==> config.mk <==
export PLATFORM = sky130hd
export DESIGN_NAME = cgra_input_dma
export DESIGN_NICKNAME = d
export VERILOG_FILES = /design/src/cgra_dma_pkg.sv /design/src/rr_arbiter.sv /design/src/sync_fifo.sv /design/src/stream_fetcher.sv /design/src/read_engine.sv /design/src/cgra_input_dma.sv
export SDC_FILE = /design/constraint.sdc
export NUM_CORES = 2
export LEC_CHECK = 0
export BUFFER_PORTS_ARGS = -buffer_cell sky130_fd_sc_hd__buf_2
export CAP_MARGIN = 20
export CORE_MARGIN = 5
export CORE_UTILIZATION = 55
export CTS_CLUSTER_SIZE = 40
export DETAILED_ROUTE_END_ITERATION = 16
export PLACE_DENSITY = 0.74
export SLEW_MARGIN = 20
export SYNTH_ARGS = -nofsm -noshare
export SYNTH_HDL_FRONTEND = slang
export SYNTH_HIERARCHICAL = 1
export SYNTH_SLANG_ARGS = --single-unit
==> constraint.sdc <==
create_clock -name clk_i -period 10.7 [get_ports clk_i]
set_clock_uncertainty 0.15 [all_clocks]
set_input_delay 1.605 -clock clk_i [delete_from_list [all_inputs] [get_ports clk_i]]
set_output_delay 1.605 -clock clk_i [all_outputs]
set_load 0.05 [all_outputs]
==> src/cgra_dma_pkg.sv <==
`default_nettype none

package cgra_dma_pkg;

    // Upper bound on the stream count, sets the index width
    localparam int unsigned MAX_STREAMS = 8;

    // Byte address on the memory side
    typedef logic [31:0] addr_t;

    // Byte size or byte stride of one stream range
    typedef logic [15:0] len_t;

    // One stream word and one memory beat
    typedef logic [31:0] word_t;
    typedef logic [63:0] beat_t;

    typedef logic [$clog2(MAX_STREAMS)-1:0] stream_idx_t;

    // Range walked by one fetcher, 64 bits
    typedef struct packed {
        addr_t base;
        len_t  stride;
        len_t  size;
    } stream_cfg_t;

    // Record kept for every read still in flight
    typedef struct packed {
        stream_idx_t stream;
        // Upper half of the beat holds the word
        logic        odd_word;
    } trans_info_t;

    // Read-address channel
    typedef struct packed {
        addr_t addr;
        logic  valid;
    } rd_req_t;

    // Read-data channel, no back-pressure
    typedef struct packed {
        beat_t data;
        logic  valid;
    } rd_rsp_t;

endpackage

`default_nettype wire

==> src/rr_arbiter.sv <==
`default_nettype none

module rr_arbiter #(
    parameter int unsigned WIDTH = 4
) (
    input  wire logic             clk_i,
    input  wire logic             rst_ni,
    input  wire logic [WIDTH-1:0] req_i,
    input  wire logic             enable_i,
    output logic      [WIDTH-1:0] grant_o
);

    // One-hot pointer, one past the last grant
    logic [WIDTH-1:0]   prio_q;
    logic [WIDTH-1:0]   prio_d;
    logic [2*WIDTH-1:0] double_req;
    logic [2*WIDTH-1:0] double_grant;

    always_ff @(posedge clk_i or negedge rst_ni) begin
        if (!rst_ni) begin
            prio_q <= WIDTH'(1);
        end else begin
            prio_q <= prio_d;
        end
    end

    always_comb begin
        // Subtracting the one-hot pointer clears the first request bit at
        // or above it, the mask then leaves only that bit
        double_req   = {req_i, req_i};
        double_grant = double_req & ~(double_req - {{WIDTH{1'b0}}, prio_q});

        // Upper copy catches requests below the pointer (wrap-around)
        if (enable_i) begin
            grant_o = double_grant[WIDTH-1:0] | double_grant[2*WIDTH-1:WIDTH];
        end else begin
            grant_o = '0;
        end

        // Rotate left past the winner, hold otherwise
        if (grant_o != '0) begin
            prio_d = (grant_o << 1) | (grant_o >> (WIDTH - 1));
        end else begin
            prio_d = prio_q;
        end
    end

endmodule

`default_nettype wire

==> src/sync_fifo.sv <==
`default_nettype none

module sync_fifo #(
    parameter int unsigned DEPTH = 8,
    parameter type         dtype = logic [31:0]
) (
    input  wire logic                         clk_i,
    input  wire logic                         rst_ni,
    input  wire logic                         push_i,
    input  wire dtype                         data_i,
    output logic                              full_o,
    input  wire logic                         pop_i,
    output dtype                              data_o,
    output logic                              empty_o,
    output logic [$clog2(DEPTH + 1)-1:0]      usage_o
);

    localparam int unsigned PTR_W = (DEPTH > 1) ? $clog2(DEPTH) : 1;
    // Count reaches DEPTH itself, no wrap to zero when full
    localparam int unsigned CNT_W = $clog2(DEPTH + 1);

    dtype             mem_q [DEPTH];
    logic [PTR_W-1:0] wr_ptr_q;
    logic [PTR_W-1:0] rd_ptr_q;
    logic [CNT_W-1:0] usage_q;
    logic             do_push;
    logic             do_pop;

    // Pointer step with wrap at DEPTH, works for any depth
    function automatic logic [PTR_W-1:0] ptr_step(input logic [PTR_W-1:0] ptr);
        logic [PTR_W-1:0] nxt;
        if (ptr == PTR_W'(DEPTH - 1)) begin
            nxt = '0;
        end else begin
            nxt = ptr + 1'b1;
        end
        return nxt;
    endfunction

    // Push into a full buffer or pop from an empty one is dropped
    assign do_push = push_i && !full_o;
    assign do_pop  = pop_i && !empty_o;

    assign full_o  = (usage_q == CNT_W'(DEPTH));
    assign empty_o = (usage_q == '0);
    assign usage_o = usage_q;
    // Head of the queue, first-word fall-through
    assign data_o  = mem_q[rd_ptr_q];

    always_ff @(posedge clk_i or negedge rst_ni) begin
        if (!rst_ni) begin
            wr_ptr_q <= '0;
            rd_ptr_q <= '0;
            usage_q  <= '0;
        end else begin
            if (do_push) begin
                wr_ptr_q <= ptr_step(wr_ptr_q);
            end
            if (do_pop) begin
                rd_ptr_q <= ptr_step(rd_ptr_q);
            end
            // Simultaneous push and pop leave the count alone
            if (do_push && !do_pop) begin
                usage_q <= usage_q + 1'b1;
            end else if (!do_push && do_pop) begin
                usage_q <= usage_q - 1'b1;
            end
        end
    end

    // Storage
    always_ff @(posedge clk_i) begin
        if (do_push) begin
            mem_q[wr_ptr_q] <= data_i;
        end
    end

endmodule

`default_nettype wire

==> src/stream_fetcher.sv <==
`default_nettype none

module stream_fetcher #(
    parameter int unsigned FIFO_DEPTH = 8
) (
    input  wire logic                              clk_i,
    input  wire logic                              rst_ni,
    input  wire cgra_dma_pkg::stream_cfg_t         cfg_i,
    input  wire logic                              busy_i,
    input  wire logic                              clear_i,
    input  wire logic                              grant_i,
    input  wire logic                              push_i,
    input  wire logic [$clog2(FIFO_DEPTH + 1)-1:0] usage_i,
    output logic                                   req_o,
    output cgra_dma_pkg::addr_t                    addr_o,
    output logic                                   active_o
);

    import cgra_dma_pkg::*;

    localparam int unsigned CNT_W = $clog2(FIFO_DEPTH + 1);

    // One bit wider than len_t so the last stride step cannot wrap
    logic [$bits(len_t):0] offset_q;
    // Words requested but not yet returned
    logic [CNT_W-1:0]      pending_q;
    // Stored plus promised words
    logic [CNT_W:0]        fill;

    // Offset walks the range, one stride per granted read
    always_ff @(posedge clk_i or negedge rst_ni) begin
        if (!rst_ni) begin
            offset_q <= '0;
        end else if (clear_i) begin
            // End of transfer, next execute starts from the base
            offset_q <= '0;
        end else if (grant_i) begin
            offset_q <= offset_q + {1'b0, cfg_i.stride};
        end
    end

    // Up on grant, down when the beat lands in the data FIFO
    always_ff @(posedge clk_i or negedge rst_ni) begin
        if (!rst_ni) begin
            pending_q <= '0;
        end else if (grant_i && !push_i) begin
            pending_q <= pending_q + 1'b1;
        end else if (!grant_i && push_i) begin
            pending_q <= pending_q - 1'b1;
        end
    end

    always_comb begin
        fill     = {1'b0, usage_i} + {1'b0, pending_q};
        // Range not yet exhausted
        active_o = (offset_q < {1'b0, cfg_i.size});
        // Only ask while every possible answer has a slot
        req_o    = active_o && busy_i && (fill < (CNT_W + 1)'(FIFO_DEPTH));
        addr_o   = cfg_i.base + addr_t'(offset_q);
    end

endmodule

`default_nettype wire

==> src/read_engine.sv <==
`default_nettype none

module read_engine #(
    parameter int unsigned NUM_STREAMS     = 4,
    parameter int unsigned MAX_OUTSTANDING = 8
) (
    input  wire logic                   clk_i,
    input  wire logic                   rst_ni,
    input  wire logic                   execute_i,
    input  wire logic [NUM_STREAMS-1:0] active_i,
    input  wire logic [NUM_STREAMS-1:0] grant_i,
    input  wire cgra_dma_pkg::addr_t    addr_i [NUM_STREAMS],
    output cgra_dma_pkg::rd_req_t       rd_req_o,
    input  wire logic                   rd_ready_i,
    input  wire cgra_dma_pkg::rd_rsp_t  rd_rsp_i,
    output logic                        busy_o,
    output logic                        clear_o,
    output logic                        done_o,
    output logic                        arb_enable_o,
    output logic [NUM_STREAMS-1:0]      push_o,
    output cgra_dma_pkg::word_t         word_o
);

    import cgra_dma_pkg::*;

    localparam int unsigned OUTST_W = $clog2(MAX_OUTSTANDING + 1);

    // Transfer flag
    logic busy_q;
    logic busy_d;

    // Read-address register
    logic  req_valid_q;
    addr_t req_addr_q;

    // Granted stream
    addr_t       sel_addr;
    stream_idx_t sel_idx;
    logic        new_grant;

    // Outstanding record FIFO
    trans_info_t        outst_in;
    trans_info_t        outst_out;
    logic               outst_push;
    logic               outst_pop;
    logic               outst_full;
    logic               outst_empty;
    logic [OUTST_W-1:0] outst_usage;
    // Empty now or after this cycle's last beat
    logic               outst_drained;

    always_comb begin
        outst_drained = outst_empty ||
                        (outst_usage == OUTST_W'(1) && outst_pop && !outst_push);
        busy_d = busy_q;
        if (execute_i) begin
            busy_d = 1'b1;
        end else if (active_i == '0 && outst_drained) begin
            busy_d = 1'b0;
        end
        // One-cycle pulse on the falling edge of the flag
        clear_o = busy_q && !busy_d;
        busy_o  = busy_q;
        done_o  = !busy_q;
    end

    // Grant one-hot to index and address, OR-mux without priority
    always_comb begin
        sel_addr = '0;
        sel_idx  = '0;
        for (int i = 0; i < NUM_STREAMS; i++) begin
            if (grant_i[i]) begin
                sel_addr = sel_addr | addr_i[i];
                sel_idx  = sel_idx | stream_idx_t'(i);
            end
        end
        new_grant = (grant_i != '0);
    end

    // Bus free when idle or the current request is taken this cycle
    assign arb_enable_o = (!req_valid_q || rd_ready_i) && !outst_full;

    always_ff @(posedge clk_i or negedge rst_ni) begin
        if (!rst_ni) begin
            busy_q      <= 1'b0;
            req_valid_q <= 1'b0;
        end else begin
            busy_q <= busy_d;
            if (new_grant) begin
                req_valid_q <= 1'b1;
            end else if (rd_ready_i) begin
                req_valid_q <= 1'b0;
            end
        end
    end

    // Address only loads on a grant, so it holds while ready is low
    always_ff @(posedge clk_i) begin
        if (new_grant) begin
            req_addr_q <= {sel_addr[31:3], 3'b000};
        end
    end

    assign rd_req_o = '{addr: req_addr_q, valid: req_valid_q};

    // Record taken at grant time, so an unsent request counts as in flight
    assign outst_in   = '{stream: sel_idx, odd_word: sel_addr[2]};
    assign outst_push = new_grant;
    // Beats return in order, head record belongs to the current beat
    assign outst_pop  = rd_rsp_i.valid;

    always_comb begin
        word_o = outst_out.odd_word ? rd_rsp_i.data[63:32] : rd_rsp_i.data[31:0];
        for (int i = 0; i < NUM_STREAMS; i++) begin
            push_o[i] = rd_rsp_i.valid && (outst_out.stream == stream_idx_t'(i));
        end
    end

    sync_fifo #(
        .DEPTH (MAX_OUTSTANDING),
        .dtype (trans_info_t)
    ) i_outst_fifo (
        .clk_i   (clk_i),
        .rst_ni  (rst_ni),
        .push_i  (outst_push),
        .data_i  (outst_in),
        .full_o  (outst_full),
        .pop_i   (outst_pop),
        .data_o  (outst_out),
        .empty_o (outst_empty),
        .usage_o (outst_usage)
    );

endmodule

`default_nettype wire

==> src/cgra_input_dma.sv <==
`default_nettype none

module cgra_input_dma #(
    parameter int unsigned NUM_STREAMS     = 4,
    parameter int unsigned FIFO_DEPTH      = 8,
    parameter int unsigned MAX_OUTSTANDING = 8
) (
    input  wire logic                      clk_i,
    input  wire logic                      rst_ni,
    input  wire logic                      execute_i,
    input  wire cgra_dma_pkg::stream_cfg_t cfg_i [NUM_STREAMS],
    output logic                           done_o,
    // Memory read port
    output cgra_dma_pkg::rd_req_t          rd_req_o,
    input  wire logic                      rd_ready_i,
    input  wire cgra_dma_pkg::rd_rsp_t     rd_rsp_i,
    // CGRA input streams
    output cgra_dma_pkg::word_t            stream_data_o [NUM_STREAMS],
    output logic [NUM_STREAMS-1:0]         stream_valid_o,
    input  wire logic [NUM_STREAMS-1:0]    stream_ready_i
);

    import cgra_dma_pkg::*;

    localparam int unsigned USAGE_W = $clog2(FIFO_DEPTH + 1);

    // Fetcher to arbiter and engine
    logic [NUM_STREAMS-1:0] arb_req;
    logic [NUM_STREAMS-1:0] arb_grant;
    logic [NUM_STREAMS-1:0] active;
    addr_t                  fetch_addr [NUM_STREAMS];

    // Engine control
    logic arb_enable;
    logic busy;
    logic clear;

    // Read data into the stream FIFOs
    logic [NUM_STREAMS-1:0] push;
    word_t                  word;
    logic [USAGE_W-1:0]     usage [NUM_STREAMS];
    logic [NUM_STREAMS-1:0] fifo_empty;
    logic [NUM_STREAMS-1:0] fifo_pop;

    // Sink handshake
    assign stream_valid_o = ~fifo_empty;
    assign fifo_pop       = stream_valid_o & stream_ready_i;

    for (genvar i = 0; i < NUM_STREAMS; i++) begin : g_stream
        stream_fetcher #(
            .FIFO_DEPTH (FIFO_DEPTH)
        ) i_fetcher (
            .clk_i    (clk_i),
            .rst_ni   (rst_ni),
            .cfg_i    (cfg_i[i]),
            .busy_i   (busy),
            .clear_i  (clear),
            .grant_i  (arb_grant[i]),
            .push_i   (push[i]),
            .usage_i  (usage[i]),
            .req_o    (arb_req[i]),
            .addr_o   (fetch_addr[i]),
            .active_o (active[i])
        );

        // Overflow ruled out by the fetcher's pending count
        sync_fifo #(
            .DEPTH (FIFO_DEPTH),
            .dtype (word_t)
        ) i_data_fifo (
            .clk_i   (clk_i),
            .rst_ni  (rst_ni),
            .push_i  (push[i]),
            .data_i  (word),
            .full_o  (),
            .pop_i   (fifo_pop[i]),
            .data_o  (stream_data_o[i]),
            .empty_o (fifo_empty[i]),
            .usage_o (usage[i])
        );
    end

    rr_arbiter #(
        .WIDTH (NUM_STREAMS)
    ) i_arbiter (
        .clk_i    (clk_i),
        .rst_ni   (rst_ni),
        .req_i    (arb_req),
        .enable_i (arb_enable),
        .grant_o  (arb_grant)
    );

    read_engine #(
        .NUM_STREAMS     (NUM_STREAMS),
        .MAX_OUTSTANDING (MAX_OUTSTANDING)
    ) i_engine (
        .clk_i        (clk_i),
        .rst_ni       (rst_ni),
        .execute_i    (execute_i),
        .active_i     (active),
        .grant_i      (arb_grant),
        .addr_i       (fetch_addr),
        .rd_req_o     (rd_req_o),
        .rd_ready_i   (rd_ready_i),
        .rd_rsp_i     (rd_rsp_i),
        .busy_o       (busy),
        .clear_o      (clear),
        .done_o       (done_o),
        .arb_enable_o (arb_enable),
        .push_o       (push),
        .word_o       (word)
    );

endmodule

`default_nettype wire

# --- Word-level counts from Yosys, hierarchy flattened ---
# Memory sizes are Yosys's and may differ from the RTL's.
# Index checks and enable logic that the tools add are counted.
totals:
  regBits: 169
  inputBits: 329
  output_inout_bits: 166
  mem_count: 5
  wordCells: 269
  mem_bits_rw: 1048
classes:
  n_bitwise: 9
  n_lt_le_gt_ge: 8
  n_mux: 59
  reduce_logical: 101
  eq_ne: 19
  add_sub_neg: 41
memory_table:
  columns: ["memory", "depth", "width", "read_ports", "rd_clocked_by_memory_dff", "write_ports", "line", "rtl"]
  rows:
  - ["g_stream[0].i_data_fifo.mem_q", 8, 32, 1, 0, 1, "sync_fifo.sv:22", "dtype mem_q [DEPTH];"]
  - ["g_stream[1].i_data_fifo.mem_q", 8, 32, 1, 0, 1, "sync_fifo.sv:22", null]
  - ["g_stream[2].i_data_fifo.mem_q", 8, 32, 1, 0, 1, "sync_fifo.sv:22", null]
  - ["g_stream[3].i_data_fifo.mem_q", 8, 32, 1, 0, 1, "sync_fifo.sv:22", null]
  - ["i_engine.i_outst_fifo.mem_q", 8, 3, 1, 0, 1, "sync_fifo.sv:22", null]
ops:
  columns: ["cell", "count"]
  rows:
  - ["2-to-1 mux 32 bit", 5]
  - ["2-to-1 mux 17 bit", 8]
  - ["adder 32 x 17 -> 32 bit", 4]
  - ["OR 32 bit", 3]
  - ["2-to-1 mux 4 bit", 19]
  - ["adder 17 x 16 -> 17 bit", 4]
  - ["less-than comparator 17 x 16 -> 1 bit", 4]
  - ["logical AND 1 bit", 45]
  - ["adder 4 x 1 -> 4 bit (second input constant)", 9]
  - ["subtractor 4 x 1 -> 4 bit (second input constant)", 9]
  - ["logical NOT 1 bit", 32]
  - ["adder 3 x 1 -> 3 bit (second input constant)", 10]
  - ["== test 3 bit (second input constant)", 10]
  - ["2-to-1 mux 3 bit", 10]
  - ["nonzero test 2 bit", 14]
  - ["logical NOT 4 bit", 6]
  - ["adder 4 x 4 -> 5 bit", 4]
  - ["== test 4 bit (second input constant)", 5]
  - ["less-than comparator 5 x 4 -> 1 bit (second input constant)", 4]
  - ["2-to-1 mux 1 bit", 15]
  - ["AND 8 bit", 1]
  - ["NOT 8 bit", 1]
  - ["subtractor 8 x 4 -> 8 bit", 1]
  - ["== test 3 x 2 -> 1 bit (second input constant)", 2]
  - ["other kinds (10)", 12]

# --- Longest topological paths before layout ---
depth:
  word_depth: 18
  depth_mapped: 24
  mapped_depth_nobuf: 24

# --- Cells and area by module ---
# The synthesis kept the hierarchy.
by_module_without_submodules:
  columns: ["mod", "seq_area_each_um2", "area_each_um2", "cells_per_inst", "instances"]
  rows:
  - ["sync_fifo at g_stream[0].i_data_fifo ...", 7937.6, 10284.9, 436, 2]
  - ["sync_fifo at g_stream[2].i_data_fifo ...", 7937.6, 10278.6, 434, 2]
  - ["stream_fetcher", 525.5, 3313.2, 412, 4]
  - ["read_engine", 920.9, 2088.3, 193, 1]
  - ["sync_fifo at i_engine.i_outst_fifo", 1211.2, 1901.8, 110, 1]
  - ["rr_arbiter", 101.3, 371.6, 35, 1]
  - ["cgra_input_dma", 0.0, 40.0, 8, 1]

# --- Worst setup path after synthesis ---
# No wires, ideal clock.
synth_timing:
  path_type: "input to register"
  start: "input port cfg_i[132] in the netlist's numbering"
  end: "register g_stream[0].i_fetcher.offset_q[15]"
  t_required_ns: 10.424
  t_arrival_ns: 6.535
  path_buffers: 1
  stages: 20
  path_slack_ns: 3.889
  cell_sequence: "inv_1 > ha_1 > a21o_1 > a21o_1 > a211o_1 > o211ai_1 > a211oi_1 > nor3_1 > ha_1 > a31o_4 > xnor2_1 > o211ai_2 > inv_2 > or4_4 > o31ai_1 > nor4b_2 > clkbuf_1 > nor2_1 > a32o_1 > a311o_1"
synth_between:
  elab_chain_cells: 18
  elab_cells_between_ends: 20
synth_rtl:
  columns: ["item", "line", "rtl"]
  rows:
  - ["start, declared", "cgra_input_dma.sv:11", "input wire cgra_dma_pkg::stream_cfg_t cfg_i [NUM_STREAMS],"]
  - ["less-than comparator 17 x 16 -> 1 bit *", "stream_fetcher.sv:56", "active_o = (offset_q < {1'b0, cfg_i.size});"]
  - ["logical AND 1 bit * (2 in a row)", "stream_fetcher.sv:58", "req_o = active_o && busy_i && (fill < (CNT_W + 1)'(FIFO_DEPTH));"]
  - ["net arb_req[1]", "cgra_input_dma.sv:28", "logic [NUM_STREAMS-1:0] arb_req;"]
  - ["subtractor 8 x 4 -> 8 bit *", "rr_arbiter.sv:31", "double_grant = double_req & ~(double_req - {{WIDTH{1'b0}}, prio_q});"]
  - ["NOT 8 bit *", "rr_arbiter.sv:31", null]
  - ["AND 8 bit *", "rr_arbiter.sv:31", null]
  - ["OR 4 bit *", "rr_arbiter.sv:35", "grant_o = double_grant[WIDTH-1:0] | double_grant[2*WIDTH-1:WIDTH];"]
  - ["2-to-1 mux 4 bit *", "rr_arbiter.sv:34", "if (enable_i) begin"]
  - ["net arb_grant[3]", "cgra_input_dma.sv:29", "logic [NUM_STREAMS-1:0] arb_grant;"]
  - ["[... 1 more ...]", null, null]
  - ["net i_engine.new_grant", "read_engine.sv:39", "logic new_grant;"]
  - ["[... 2 more ...]", null, null]
  - ["logical OR 1 bit *", "read_engine.sv:53", "outst_drained = outst_empty ||"]
  - ["logical AND 1 bit *", "read_engine.sv:58", "end else if (active_i == '0 && outst_drained) begin"]
  - ["2-to-1 mux 1 bit *", "read_engine.sv:58", null]
  - ["2-to-1 mux 1 bit *", "read_engine.sv:56", "if (execute_i) begin"]
  - ["logical NOT 1 bit *", "read_engine.sv:62", "clear_o = busy_q && !busy_d;"]
  - ["logical AND 1 bit *", "read_engine.sv:62", null]
  - ["net clear", "cgra_input_dma.sv:36", "logic clear;"]
  - ["2-to-1 mux 17 bit / nonzero test 2 bit (equally long branches)", null, null]
  - ["end signal, assigned", "stream_fetcher.sv:38", "offset_q <= offset_q + {1'b0, cfg_i.stride};"]
  - ["end, declared", "stream_fetcher.sv:24", "logic [$bits(len_t):0] offset_q;"]
# The timed path passes the listed nets; every way through them passes the cells marked *.
# A chain may end at the register's enable or synchronous reset.

# --- Worst setup path after layout ---
layout_timing:
  start: "input port cfg_i[132] in the netlist's numbering"
  end: "register g_stream[2].i_fetcher.offset_q[15]"
layout_between:
  elab_chain_cells: 18
  elab_cells_between_ends: 20
layout_rtl:
  columns: ["item", "line"]
  rows:
  - ["less-than comparator 17 x 16 -> 1 bit *", "stream_fetcher.sv:56"]
  - ["logical AND 1 bit * (2 in a row)", "stream_fetcher.sv:58"]
  - ["net arb_req[1]", "cgra_input_dma.sv:28"]
  - ["subtractor 8 x 4 -> 8 bit *", "rr_arbiter.sv:31"]
  - ["NOT 8 bit *", "rr_arbiter.sv:31"]
  - ["AND 8 bit *", "rr_arbiter.sv:31"]
  - ["OR 4 bit *", "rr_arbiter.sv:35"]
  - ["2-to-1 mux 4 bit *", "rr_arbiter.sv:34"]
  - ["net arb_grant[2]", "cgra_input_dma.sv:29"]
  - ["[... 1 more ...]", null]
  - ["net i_engine.new_grant", "read_engine.sv:39"]
  - ["[... 2 more ...]", null]
  - ["logical OR 1 bit *", "read_engine.sv:53"]
  - ["logical AND 1 bit *", "read_engine.sv:58"]
  - ["2-to-1 mux 1 bit *", "read_engine.sv:58"]
  - ["2-to-1 mux 1 bit *", "read_engine.sv:56"]
  - ["logical NOT 1 bit *", "read_engine.sv:62"]
  - ["logical AND 1 bit *", "read_engine.sv:62"]
  - ["net clear", "cgra_input_dma.sv:36"]
  - ["2-to-1 mux 17 bit / nonzero test 2 bit (equally long branches)", null]
  - ["end signal, assigned", "stream_fetcher.sv:38"]
  - ["end, declared", "stream_fetcher.sv:24"]
# Marks and branches as above.

==> metrics.cfg <==
[cts]
cts-hold-fix-buffers = 0
clkSlewWorstSetupHoldPaths_ns = 0.06
cts.path.max_buffers = 3
clk_latency_ns = 0.71
cts_tree = done
cts_made_buffers = 120
htreeDepth = 3
post_cts_buffers = 0
cts-resized-gates = 0
clock-sinks = 1225
cts_root_buf = clkbuf_16

[worst_setup_path]
crit_fanout = 80
ff2ff_path_depth = 20
cp.required_ns = 11.10
r2r_setup_slack_ns = 3.97
cpPeakStageDelay_ns = 0.90
worstSetupPathType = input pin to register
crit_path_cell_trace = buf_2, inv_1, ha_1, a21o_1, a21o_1, a211o_1, o211ai_1, a211oi_1, nor3_1, fa_1, a21oi_2, nor2b_2, o41ai_1, nand3_1, inv_2, or4_4, o31ai_1, nor4b_4, buf_4, nor2_1, a32o_1, a311o_1
timing.rr.start = g_stream[1].i_fetcher/offset_q[4]
cp-startpoint = cfg_i[132]
worstSetupEndpointType = register
cp_slowest_cell = nor3_1
cpMostUsedCell = a21o_1
startpoint_type = input pin
cp.arrival_ns = 7.72
reg2reg_to = g_stream[2].i_fetcher/offset_q[15]

[global_routing]
grt_max_degree = 81
overflow = 0
grt_pass1_wl_um = 220800
grt_pass1_vias = 35363
grtUsageTotal = 0.2585
antenna_found_initial = 20

[timing]
period_needed_ns = 7.312
relSlewSlack = 0.2269
setup_tns_ns = 0
slew_violations = 0
worst_slew_pin_slew_ns = 1.160
rsz0062_at_grt = no
period_share = 0.6834
finalSetupViolations = 0
hold_viol = 0
holdWs_ns = 0.3213
max_freq_ghz = 0.1368

[drt]
wl_per_cell_um = 25.56
initialDrtViolationCount = 3374
drc_errors = 0
vias_per_cell = 6.110
routed_wl_um = 148400
vias = 35481
first_pass_iters = 8
ant_nets = 0

[die]
rows = 120
fp.dieW_um = 336.9
ios = 495
dieArea_um2 = 113500
start_util = 0.5513
die_h_um = 336.9
coreArea_um2 = 106600

[worst_hold_path]
min_from = g_stream[1].i_fetcher/pending_q[3]
whs_path_depth = 1
hp-class = register to register
min_delay_worst_endpoint = g_stream[1].i_fetcher/pending_q[3]

[layout]
nets = 4888
fin_cells = 5807
drive_gt1_frac = 0.2888
areaGrowthSynthToFinish_pct = 14.00

[pwr]
irDropWorstVdd_mv = 0.3846
p_leak_nw = 24.36
powerDensity_nw_per_um2 = 327.8

[yosys]
synthesis.area_um2 = 58770
synth_area_per_cell_um2 = 15.76
yosys_warnings = 6
syn_inst = 3730

[job]
max-cap-violations = 0

[placed_design]
gp_congestion = 0.9314
hpwl_um = 96480
dp.cells = 5568
io_buffer_count = 491

[status]
status = finished clean

==> state kept, by name, summed over array words and instances (netlist names) <==
register / count
g_stream.i_data_fifo/mem_q: 1024
i_engine/i_outst_fifo/usage_o: 4
g_stream.i_fetcher/offset_q: 68
g_stream.i_data_fifo/rd_ptr_q: 12
i_engine/i_outst_fifo/mem_q: 32
i_engine/req_valid_q: 1
g_stream.i_data_fifo/usage_o: 16
g_stream.i_fetcher/pending_q: 16
i_engine/i_outst_fifo/wr_ptr_q: 3
i_engine/req_addr_q: 29
i_engine/busy_o: 1
i_engine/i_outst_fifo/rd_ptr_q: 3
i_arbiter/prio_q: 4
g_stream.i_data_fifo/wr_ptr_q: 12
==> power breakdown <==
| group | total, W | internal [W] | switching (W) |
|---|---|---|---|
| clock | 0.00419 | 0.00237 | 0.00182 |
| combinational | 0.0104 | 0.00377 | 0.00662 |
| sequential | 0.00737 | 0.00666 | 0.000715 |
| total | 0.0220 | 0.0128 | 0.00915 |
==> placed cells by master, fill, tap and decap left out, types with 39 or more instances in the layout <==
cell and n:
edfxtp_1 1085, nor2_1 149, inv_1 153, a21o_1 55, clkbuf_16 122, a21oi_1 159
nand3_1 49, mux4_2 264, o211ai_1 39, a22oi_1 64, mux2_2 185, dfrtp_1 130
nand2_1 147, buf_2 490, nand2b_1 56, xnor2_1 119, ha_1 254, o21ai_0 133
xor2_1 49, buf_4 51
==> how the worst max path moves through the flow <==
stage | end | slack, ns | cells after the start
3_3_place_gp | g_stream[2].i_fetcher/offset_q[15] | 2.75 | 21
6_report | g_stream[2].i_fetcher/offset_q[15] | 3.39 | 22
5_1_grt | g_stream[2].i_fetcher/offset_q[15] | 3.10 | 22
3_5_place_dp | g_stream[3].i_fetcher/offset_q[15] | 2.74 | 21
2_1_floorplan | g_stream[0].i_fetcher/offset_q[15] | 3.89 | 20
4_1_cts | g_stream[2].i_fetcher/offset_q[15] | 3.47 | 22
==> layout make-up <==
| type | count | area [um^2] |
|---|---|---|
| antenna | 14 | 35.03 |
| timing repair buffer | 544 | 2894 |
| multi-input combinational | 2239 | 21690 |
| fill | 7641 | 39610 |
| sequential | 1225 | 36110 |
| tap | 1403 | 1755 |
| clock inverter | 64 | 641.9 |
| inverter | 157 | 589.3 |
| clock buffer | 161 | 3279 |
==> metrics by stage <==
stage	setup slack [ns]	area, um^2	total power (W)	util
2_1_floorplan	3.889	58800	0.01503	-
3_3_place_gp	2.748	62980	0.01752	0.5908
3_5_place_dp	2.740	63030	0.01776	0.5913
4_1_cts	3.468	66950	0.02201	0.6281
5_1_grt	3.099	66990	0.02313	0.6284
6_report	3.388	66990	0.02196	0.6285
==> routing by layer <==
layer,global-route usage,share of wire,wire length [um],up-vias
li1,-,-,-,15892
met1,0.3695,0.41,61290,17923
met2,0.4211,0.48,71570,1418
met3,0.03707,0.076,11330,242
met4,0.07490,0.028,4200,6
met5,0,0.00028,41,-
==> critical path: cells and delay by family <==
| family | cells | cell delay (ns) |
|---|---|---|
| AO/OA/AOI/OAI | 10 | 1.88 |
| adder cells (fa/ha/maj) | 2 | 0.69 |
| AND/OR/NAND/NOR | 6 | 2.60 |
| buffers and inverters | 4 | 0.89 |
Power figures use the tool's default switching activity.
